File: config.mk
export PLATFORM = sky130hd
export DESIGN_NAME = fpsu_top
export DESIGN_NICKNAME = d
export VERILOG_FILES = /design/src/logic/fpsu_pkg.sv /design/src/logic/operand_stage.sv /design/src/logic/perm_lane.sv /design/src/logic/cmp_lane.sv /design/src/logic/wb_arbiter.sv /design/src/logic/retire_unit.sv /design/src/logic/fpsu_top.sv
export SDC_FILE = /design/constraint.sdc
export NUM_CORES = 2
export LEC_CHECK = 0
export BUFFER_PORTS_ARGS = -buffer_cell sky130_fd_sc_hd__buf_2
export CAP_MARGIN = 20
export CORE_ASPECT_RATIO = 1.25
export CORE_MARGIN = 1
export CORE_UTILIZATION = 40
export CTS_CLUSTER_DIAMETER = 50
export CTS_CLUSTER_SIZE = 10
export DETAILED_ROUTE_END_ITERATION = 6
export PLACE_DENSITY = 0.62
export SLEW_MARGIN = 15
export SYNTH_ARGS = -nofsm -noshare
export SYNTH_HDL_FRONTEND = slang
export SYNTH_HIERARCHICAL = 1
export SYNTH_SLANG_ARGS = --single-unit
File: constraint.sdc
create_clock -name clk -period 6.33 [get_ports clk]
set_clock_uncertainty 0.05 [all_clocks]
set_input_delay 1.266 -clock clk [delete_from_list [all_inputs] [get_ports clk]]
set_output_delay 1.266 -clock clk [all_outputs]
set_load 0.005 [all_outputs]
File: src/logic/fpsu_pkg.sv
/*
  Shared types for the packed-single slice. Two IEEE singles per 64-bit word,
  with the low single in bits 31..0. Bus words carry even parity over all 65 bits.
*/
`default_nettype none

package fpsu_pkg;

  typedef logic [31:0] sngl_t;
  typedef logic [63:0] simd_t;

  // 0 issued, 1..N bus now, N+1..2N bus one edge back
  typedef logic [3:0] src_sel_t;

  typedef struct packed {
    logic  par;
    simd_t data;
  } bus_word_t;

  typedef enum logic [3:0] {
    OP_AND,
    OP_OR,
    OP_XOR,
    OP_ANDN,
    OP_SWAP,
    OP_DUPLO,
    OP_DUPHI,
    OP_CMPEQ,
    OP_CMPLT,
    OP_CMPLE
  } op_t;

  typedef struct packed {
    logic      valid;
    op_t       op;
    logic      ord;
    src_sel_t  a_sel;
    src_sel_t  b_sel;
    bus_word_t a;
    bus_word_t b;
  } issue_t;

  typedef struct packed {
    logic  valid;
    op_t   op;
    logic  ord;
    simd_t a;
    simd_t b;
    logic  parity_err;
  } oper_t;

  typedef struct packed {
    logic  valid;
    simd_t data;
  } lane_res_t;

  typedef struct packed {
    logic lt;
    logic eq;
    logic gt;
    logic un;
  } cmp_flags_t;

  typedef struct packed {
    logic      valid;
    bus_word_t word;
  } wb_t;

  typedef struct packed {
    logic       valid;
    logic       excpt;
    logic       parity_err;
    logic       invalid;
    cmp_flags_t flags;
  } ret_t;

  // parity bit that makes {par, d} even
  function automatic logic even_parity(simd_t d);
    return ^d;
  endfunction

endpackage

`default_nettype wire

File: src/logic/operand_stage.sv
/*
  Issue register and operand forwarding. "Now" codes read the live result bus
  in the resolve cycle, "old" codes the copy taken at the issue edge.
  src_sel_t is 4 bits, so NUM_FWD must not exceed 7.
*/
`timescale 1ns/1ps
`default_nettype none

module operand_stage
  import fpsu_pkg::*;
#(
  parameter int NUM_FWD = 4
) (
  input  wire logic      clk,
  input  wire logic      rst,
  input  wire issue_t    issue,
  input  wire bus_word_t fwd_bus [NUM_FWD],
  output oper_t          oper
);

  issue_t    issue_q;
  bus_word_t fwd_q [NUM_FWD];
  bus_word_t a_word;
  bus_word_t b_word;

  // operand source lookup
  function automatic bus_word_t pick(src_sel_t sel, bus_word_t issued);
    bus_word_t w;
    w = issued;
    for (int k = 0; k < NUM_FWD; k++) begin
      if (int'(sel) == k + 1) begin
        w = fwd_bus[k];
      end
      if (int'(sel) == NUM_FWD + k + 1) begin
        w = fwd_q[k];
      end
    end
    return w;
  endfunction

  always_ff @(posedge clk) begin
    issue_q <= issue;
    fwd_q   <= fwd_bus;
    if (rst) begin
      issue_q.valid <= 1'b0;
    end
  end

  always_comb begin
    a_word = pick(issue_q.a_sel, issue_q.a);
    b_word = pick(issue_q.b_sel, issue_q.b);
  end

  always_ff @(posedge clk) begin
    oper.op         <= issue_q.op;
    oper.ord        <= issue_q.ord;
    oper.a          <= a_word.data;
    oper.b          <= b_word.data;
    oper.parity_err <= (^a_word) | (^b_word);
    if (rst) begin
      oper.valid <= 1'b0;
    end else begin
      oper.valid <= issue_q.valid;
    end
  end

  // codes past the old-bus range have no source
  a_src_range: assert property (@(posedge clk) disable iff (rst)
    issue.valid |-> (int'(issue.a_sel) <= 2 * NUM_FWD) && (int'(issue.b_sel) <= 2 * NUM_FWD));

endmodule

`default_nettype wire

File: src/logic/perm_lane.sv
/*
  Bitwise logic and single permute lane, one cycle.
  Valid only for the logic and permute ops; other ops leave it idle.
*/
`timescale 1ns/1ps
`default_nettype none

module perm_lane
  import fpsu_pkg::*;
(
  input  wire logic  clk,
  input  wire logic  rst,
  input  wire oper_t oper,
  output lane_res_t  res
);

  logic  is_perm;
  simd_t data_nxt;

  assign is_perm = oper.op inside {OP_AND, OP_OR, OP_XOR, OP_ANDN,
                                   OP_SWAP, OP_DUPLO, OP_DUPHI};

  always_comb begin
    case (oper.op)
      OP_AND:   data_nxt = oper.a & oper.b;
      OP_OR:    data_nxt = oper.a | oper.b;
      OP_XOR:   data_nxt = oper.a ^ oper.b;
      OP_ANDN:  data_nxt = oper.a & ~oper.b;
      // singles of A only
      OP_SWAP:  data_nxt = {oper.a[31:0], oper.a[63:32]};
      OP_DUPLO: data_nxt = {oper.a[31:0], oper.a[31:0]};
      OP_DUPHI: data_nxt = {oper.a[63:32], oper.a[63:32]};
      default:  data_nxt = '0;
    endcase
  end

  always_ff @(posedge clk) begin
    res.data <= data_nxt;
    if (rst) begin
      res.valid <= 1'b0;
    end else begin
      res.valid <= oper.valid & is_perm;
    end
  end

endmodule

`default_nettype wire

File: src/logic/cmp_lane.sv
/*
  Packed single compare. Each half gives all ones when the relation holds.
  Any NaN compares false; +0 and -0 are equal. Flags come from the low singles.
*/
`timescale 1ns/1ps
`default_nettype none

module cmp_lane
  import fpsu_pkg::*;
(
  input  wire logic  clk,
  input  wire logic  rst,
  input  wire oper_t oper,
  output lane_res_t  res,
  output cmp_flags_t flags,
  output logic       invalid
);

  function automatic logic is_nan(sngl_t s);
    return (s[30:23] == 8'hff) && (s[22:0] != '0);
  endfunction

  function automatic logic is_snan(sngl_t s);
    return is_nan(s) && !s[22];
  endfunction

  // exactly one flag set
  function automatic cmp_flags_t rel(sngl_t a, sngl_t b);
    cmp_flags_t f;
    logic       a_less;
    f = '0;
    if (is_nan(a) || is_nan(b)) begin
      f.un = 1'b1;
    end else if ((a[30:0] == '0 && b[30:0] == '0) || a == b) begin
      f.eq = 1'b1;
    end else begin
      if (a[31] != b[31]) begin
        a_less = a[31];
      end else begin
        a_less = a[31] ? (a[30:0] > b[30:0]) : (a[30:0] < b[30:0]);
      end
      f.lt = a_less;
      f.gt = !a_less;
    end
    return f;
  endfunction

  function automatic logic holds(op_t op, cmp_flags_t f);
    return (op == OP_CMPEQ && f.eq) || (op == OP_CMPLT && f.lt) ||
           (op == OP_CMPLE && (f.lt || f.eq));
  endfunction

  cmp_flags_t f_lo;
  cmp_flags_t f_hi;
  logic       is_cmp;
  logic       any_nan;
  logic       any_snan;

  assign f_lo     = rel(oper.a[31:0], oper.b[31:0]);
  assign f_hi     = rel(oper.a[63:32], oper.b[63:32]);
  assign is_cmp   = oper.op inside {OP_CMPEQ, OP_CMPLT, OP_CMPLE};
  assign any_nan  = is_nan(oper.a[31:0]) || is_nan(oper.a[63:32]) ||
                    is_nan(oper.b[31:0]) || is_nan(oper.b[63:32]);
  assign any_snan = is_snan(oper.a[31:0]) || is_snan(oper.a[63:32]) ||
                    is_snan(oper.b[31:0]) || is_snan(oper.b[63:32]);

  always_ff @(posedge clk) begin
    res.data <= {{32{holds(oper.op, f_hi)}}, {32{holds(oper.op, f_lo)}}};
    if (rst) begin
      res.valid <= 1'b0;
      flags     <= '0;
      invalid   <= 1'b0;
    end else begin
      res.valid <= oper.valid & is_cmp;
      flags     <= is_cmp ? f_lo : '0;
      invalid   <= is_cmp & ((oper.ord & any_nan) | any_snan);
    end
  end

endmodule

`default_nettype wire

File: src/logic/wb_arbiter.sv
/*
  Write-back bus owner. Lane results always win and never wait.
  Alternate data is taken in a cycle with no lane result; alt_valid and
  alt_data must hold until alt_grant.
*/
`timescale 1ns/1ps
`default_nettype none

module wb_arbiter
  import fpsu_pkg::*;
(
  input  wire logic      clk,
  input  wire logic      rst,
  input  wire lane_res_t perm_res,
  input  wire lane_res_t cmp_res,
  input  wire logic      alt_valid,
  input  wire simd_t     alt_data,
  output wb_t            wb,
  output logic           alt_grant
);

  logic  lane_v;
  logic  take_alt;
  simd_t data_nxt;

  assign lane_v = perm_res.valid | cmp_res.valid;

  // grant cycle still sees the held request
  assign take_alt = alt_valid & ~lane_v & ~alt_grant;

  always_comb begin
    if (perm_res.valid) begin
      data_nxt = perm_res.data;
    end else if (cmp_res.valid) begin
      data_nxt = cmp_res.data;
    end else begin
      data_nxt = alt_data;
    end
  end

  always_ff @(posedge clk) begin
    wb.word.data <= data_nxt;
    wb.word.par  <= even_parity(data_nxt);
    if (rst) begin
      wb.valid  <= 1'b0;
      alt_grant <= 1'b0;
    end else begin
      wb.valid  <= lane_v | take_alt;
      alt_grant <= take_alt;
    end
  end

  // one op per issue slot, so lanes cannot collide
  one_lane: assert property (@(posedge clk) disable iff (rst)
    !(perm_res.valid && cmp_res.valid));

endmodule

`default_nettype wire

File: src/logic/retire_unit.sv
/*
  Retire word, aligned with write-back. Issued only for lane results.
  Invalid raises excpt only while inv_trap_en is set.
*/
`timescale 1ns/1ps
`default_nettype none

module retire_unit
  import fpsu_pkg::*;
(
  input  wire logic       clk,
  input  wire logic       rst,
  input  wire logic       oper_valid,
  input  wire logic       parity_err,
  input  wire logic       lane_valid,
  input  wire logic       invalid,
  input  wire cmp_flags_t flags,
  input  wire logic       inv_trap_en,
  output ret_t            ret
);

  logic perr_q;

  // parity error lines up with the lane outputs
  always_ff @(posedge clk) begin
    if (rst) begin
      perr_q <= 1'b0;
      ret    <= '0;
    end else begin
      perr_q         <= oper_valid & parity_err;
      ret.valid      <= lane_valid;
      ret.parity_err <= lane_valid & perr_q;
      ret.invalid    <= lane_valid & invalid;
      ret.excpt      <= lane_valid & (perr_q | (invalid & inv_trap_en));
      ret.flags      <= lane_valid ? flags : '0;
    end
  end

  ret_follows_oper: assert property (@(posedge clk) disable iff (rst)
    lane_valid |-> $past(oper_valid));

endmodule

`default_nettype wire

File: src/logic/fpsu_top.sv
/*
  Packed-single execution slice. Issue to write-back is 3 cycles, no stall.
  NUM_FWD result buses feed forwarding; at most 7 fit the source code.
*/
`timescale 1ns/1ps
`default_nettype none

module fpsu_top
  import fpsu_pkg::*;
#(
  parameter int NUM_FWD = 4
) (
  input  wire logic      clk,
  input  wire logic      rst,
  input  wire issue_t    issue,
  input  wire bus_word_t fwd_bus [NUM_FWD],
  input  wire logic      inv_trap_en,
  input  wire logic      alt_valid,
  input  wire simd_t     alt_data,
  output wb_t            wb,
  output ret_t           ret,
  output logic           alt_grant
);

  oper_t      oper;
  lane_res_t  perm_res;
  lane_res_t  cmp_res;
  cmp_flags_t cmp_flags;
  logic       cmp_invalid;

  operand_stage #(.NUM_FWD(NUM_FWD)) u_operand_stage (
    .clk(clk), .rst(rst), .issue(issue), .fwd_bus(fwd_bus), .oper(oper)
  );

  perm_lane u_perm_lane (
    .clk(clk), .rst(rst), .oper(oper), .res(perm_res)
  );

  cmp_lane u_cmp_lane (
    .clk(clk), .rst(rst), .oper(oper), .res(cmp_res),
    .flags(cmp_flags), .invalid(cmp_invalid)
  );

  wb_arbiter u_wb_arbiter (
    .clk(clk), .rst(rst), .perm_res(perm_res), .cmp_res(cmp_res),
    .alt_valid(alt_valid), .alt_data(alt_data), .wb(wb), .alt_grant(alt_grant)
  );

  retire_unit u_retire_unit (
    .clk(clk), .rst(rst), .oper_valid(oper.valid), .parity_err(oper.parity_err),
    .lane_valid(perm_res.valid | cmp_res.valid), .invalid(cmp_invalid),
    .flags(cmp_flags), .inv_trap_en(inv_trap_en), .ret(ret)
  );

endmodule

`default_nettype wire

==> results.py <==
metrics = {
    "synthesis": {
        "synth_common_cells": "dfxtp_1, nand2_1, nor2_1, inv_1, a21oi_1",
        "ys_seq_area_frac": 0.380,
        "synth_compound_area_frac": 0.229,
        "yosys.area_share.simple": 0.177,
        "synth_xor_area_frac": 0.0493,
        "ys_ff_latch": 688,
        "netlist_top_cells_area": "dfxtp_1, ha_1, mux2i_1, and3b_1, nand2_1",
        "synth.most_common_cell": "dfxtp_1",
        "yosysTopAreaCellShare": 0.380,
        "syn-cell-area_um2": 36300,
        "synthFlopType": "dfxtp_1",
        "syn_avg_cell_area_um2": 9.01,
        "synth_top_family_by_area": "compound AO/OA/AOI/OAI gates",
        "synth_enable_flop_cells": 0,
        "syn_nets": 4622,
        "synth_warnings": 6,
        "synth_mux_area_frac": 0.0399,
        "synth_adder_area_share": 0.0435,
        "async_flop_share": 0,
        "synth_largest_area_cell": "dfxtp_1",
        "yosysUniqueCellTypes": 105,
        "synth_cells": 4024,
    },
    "critical_path": {
        "path_cells": "buf_4 > or3b_2 > buf_4 > nor3_1 > o41ai_1 > a21oi_1 > a211oi_1 > xnor2_1 > xnor3_1 > xor3_1 > xnor3_1 > nand2b_1",
        "rr_endpoint": "u_operand_stage/oper[0]",
        "max_stage_delay_ps": 900,
        "timing.rr.start": "u_operand_stage/issue_q[137]",
        "cp_data_required_time_ps": 6840,
        "path_buf_inv": 2,
        "worst-path-max-fanout": 32,
        "critPathArrivalTime_ps": 5630,
        "r2r_setup_slack_ps": 1210,
        "critPathLaunchType": "register",
        "crit_family": "compound AO/OA/AOI/OAI gates",
        "crit_type": "register to register",
        "r2r_cells": 12,
        "end_kind": "register",
        "cp_slowest_cell": "a211oi_1",
    },
    "global_route": {
        "grt_antenna_before_repair": 35,
        "grt_max_degree": 107,
        "grt_util_all_layers": 0.351,
        "grt_overflow": 0,
        "grt_pass1_vias": 32700,
        "grt_pass1_wl_mm": 236,
    },
    "drt": {
        "wl_per_cell_um": 29.6,
        "drc": 0,
        "num_vias": 35000,
        "avgViaCountPerCell": 6.20,
        "drt-initial-drc-count": 4318,
        "antenna_left": 0,
        "dr.pass1.iters": 6,
        "wirelength_mm": 167,
    },
    "finish": {
        "final_cells": 5639,
        "drive_above_1_share": 0.203,
        "fin_nets": 4995,
        "nFillCells": 8754,
        "final_core_util": 0.468,
        "syn_to_final_growth_pct": 15.9,
    },
    "die": {
        "core_region_area_um2": 89900,
        "die_x_um": 271,
        "dieArea_um2": 91900,
        "die_h_um": 339,
        "rows": 123,
        "io_pins": 547,
        "initial_core_util": 0.404,
    },
    "sta": {
        "min_period_ps": 5120,
        "whs_ps": 274,
        "timing.setup.tns_ps": 0,
        "setup_viol": 0,
        "fin_crit_sh": 0.809,
        "rsz0062_at_grt": "no",
        "slew_headroom": 0.209,
        "max_freq_mhz": 195,
        "slew_viol_final": 0,
        "worst_pin_slew_ps": 1190,
        "hold_violations": 0,
    },
    "min_path": {
        "hp-class": "register to register",
        "min_path_cells": 0,
        "min_from": "u_operand_stage/issue_q[139]",
        "hold_path_end": "u_operand_stage/oper[130]",
    },
    "placement": {
        "hpwl_mm": 127,
        "gp_congestion": 1.06,
        "place.port_buffers": 546,
        "dp.cells": 5494,
    },
    "clock_network": {
        "cts_tree": "built",
        "htree_levels": 3,
        "ctsHoldBuffers": 0,
        "postCtsSetupBuffers": 0,
        "cts_root_buffer": "clkbuf_16",
        "path_clk_slew_ps": 50,
        "cts_resized": 0,
        "cts_buffer_depth": 3,
        "clk_latency_ps": 700,
        "cts-buffers-inserted": 88,
        "clock-sinks": 688,
    },
    "power_and_ir_drop": {
        "leakage_nw": 17.9,
        "power_density_nw_per_um2": 309,
        "peakVddDrop_uv": 294,
    },
    "outcome": {
        "status": "finished clean",
    },
    "flow_run": {
        "drv_cap": 0,
    },
}
[cells in the final DEF, fill, tap and decap left out, drive strengths merged, types with 14 or more instances in the layout]
cell	n
nand2	281
clkbuf	102
nor3	76
diode	20
a2bb2oi	45
a222oi	22
or3	50
inv	228
o22ai	73
a221o	30
xnor3	19
nor2b	80
a22oi	95
dfxtp	688
a211oi	112
xnor2	111
o221ai	24
nor3b	69
nand4	27
nand3	20
o21ai	252
o32ai	23
mux2i	113
and3b	129
o2111ai	64
o31ai	22
nand2b	23
mux2	28
xor2	28
a221oi	24
ha	126
nor4	34
and2	39
o211ai	93
o21a	14
nor2	242
a21oi	170
a31oi	26
buf	655
[worst max-delay path by stage]
stage | startpoint | end | depth (start not counted)
finish | u_operand_stage/issue_q[137] | u_operand_stage/oper[0] | 12
global route | u_operand_stage/issue_q[135] | u_operand_stage/oper[0] | 13
CTS | u_operand_stage/issue_q[137] | u_operand_stage/oper[0] | 12
detailed placement | fwd_bus[189] | u_operand_stage/oper[0] | 12
global placement | fwd_bus[189] | u_operand_stage/oper[0] | 12
floorplan | fwd_bus[191] | u_operand_stage/oper[0] | 11
[worst register-to-register path, stage by stage (launching register included)]
cell      delay (ps)
dfxtp_1          330
buf_4            410
or3b_2           810
buf_4            450
nor3_1           100
o41ai_1          490
a21oi_1          200
a211oi_1         900
xnor2_1          210
xnor3_1          420
xor3_1           210
xnor3_1          360
nand2b_1          60
[report_power, final]
part,internal (mW),leakage [nW],switching [mW],total (mW)
registers,4.69,5.79,0.449,5.14
clock network,2.70,1.29,2.00,4.70
logic,1.53,10.8,1.64,3.16
[metal layers]
layer / up-vias / GRT usage / part of all wire
met5: - / 0 / 0.00065
met1: 16500 / 0.434 / 0.38
met4: 16 / 0.235 / 0.076
met2: 2449 / 0.547 / 0.44
li1: 15400 / - / -
met3: 548 / 0.0748 / 0.10
[area by class of cell]
cell class	count	area [um2]	share of cell area
multi-input combinational	2742	19600	0.467
sequential	688	13800	0.328
timing repair buffer	655	3600	0.0857
clock buffer	102	2330	0.0555
tap	1187	1490	0.0353
inverter	222	833	0.0198
clock inverter	23	292	0.00693
antenna	20	50.0	0.00119
[metrics by stage]
| step | instance area (um2) | total power [mW] | worst slack, ps |
|---|---|---|---|
| 5_1_grt | 42000 | 13.4 | 1140 |
| 6_report | 42000 | 13.0 | 1210 |
| 4_1_cts | 42000 | 13.0 | 1330 |
| 2_1_floorplan | 36300 | 7.14 | 2530 |
| 3_5_place_dp | 39400 | 8.29 | 1150 |
| 3_3_place_gp | 39400 | 8.27 | 1140 |
[state kept, by name, indices dropped and copies added (netlist names)]
register / cells
u_cmp_lane/flags: 4
u_cmp_lane/invalid: 1
u_cmp_lane/res: 3
u_operand_stage/fwd_q: 260
u_operand_stage/issue_q: 144
u_operand_stage/oper: 135
u_perm_lane/res: 65
u_retire_unit/perr_q: 1
u_retire_unit/ret: 8
u_wb_arbiter/alt_grant: 1
u_wb_arbiter/wb: 66
[cell families (layout without fill, tap and decap cells)]
group / count (synthesis) / in the layout
and+or+nand+nor: 1136 / 1136
xor gates and xnor gates: 164 / 164
muxes: 141 / 141
adders and majority gates: 126 / 126
AOI/OAI and AO/OA: 1175 / 1175
DFF: 688 / 688
other: 0 / 20
buffers and inverters: 594 / 1002
(Power assumes the default switching activity.)
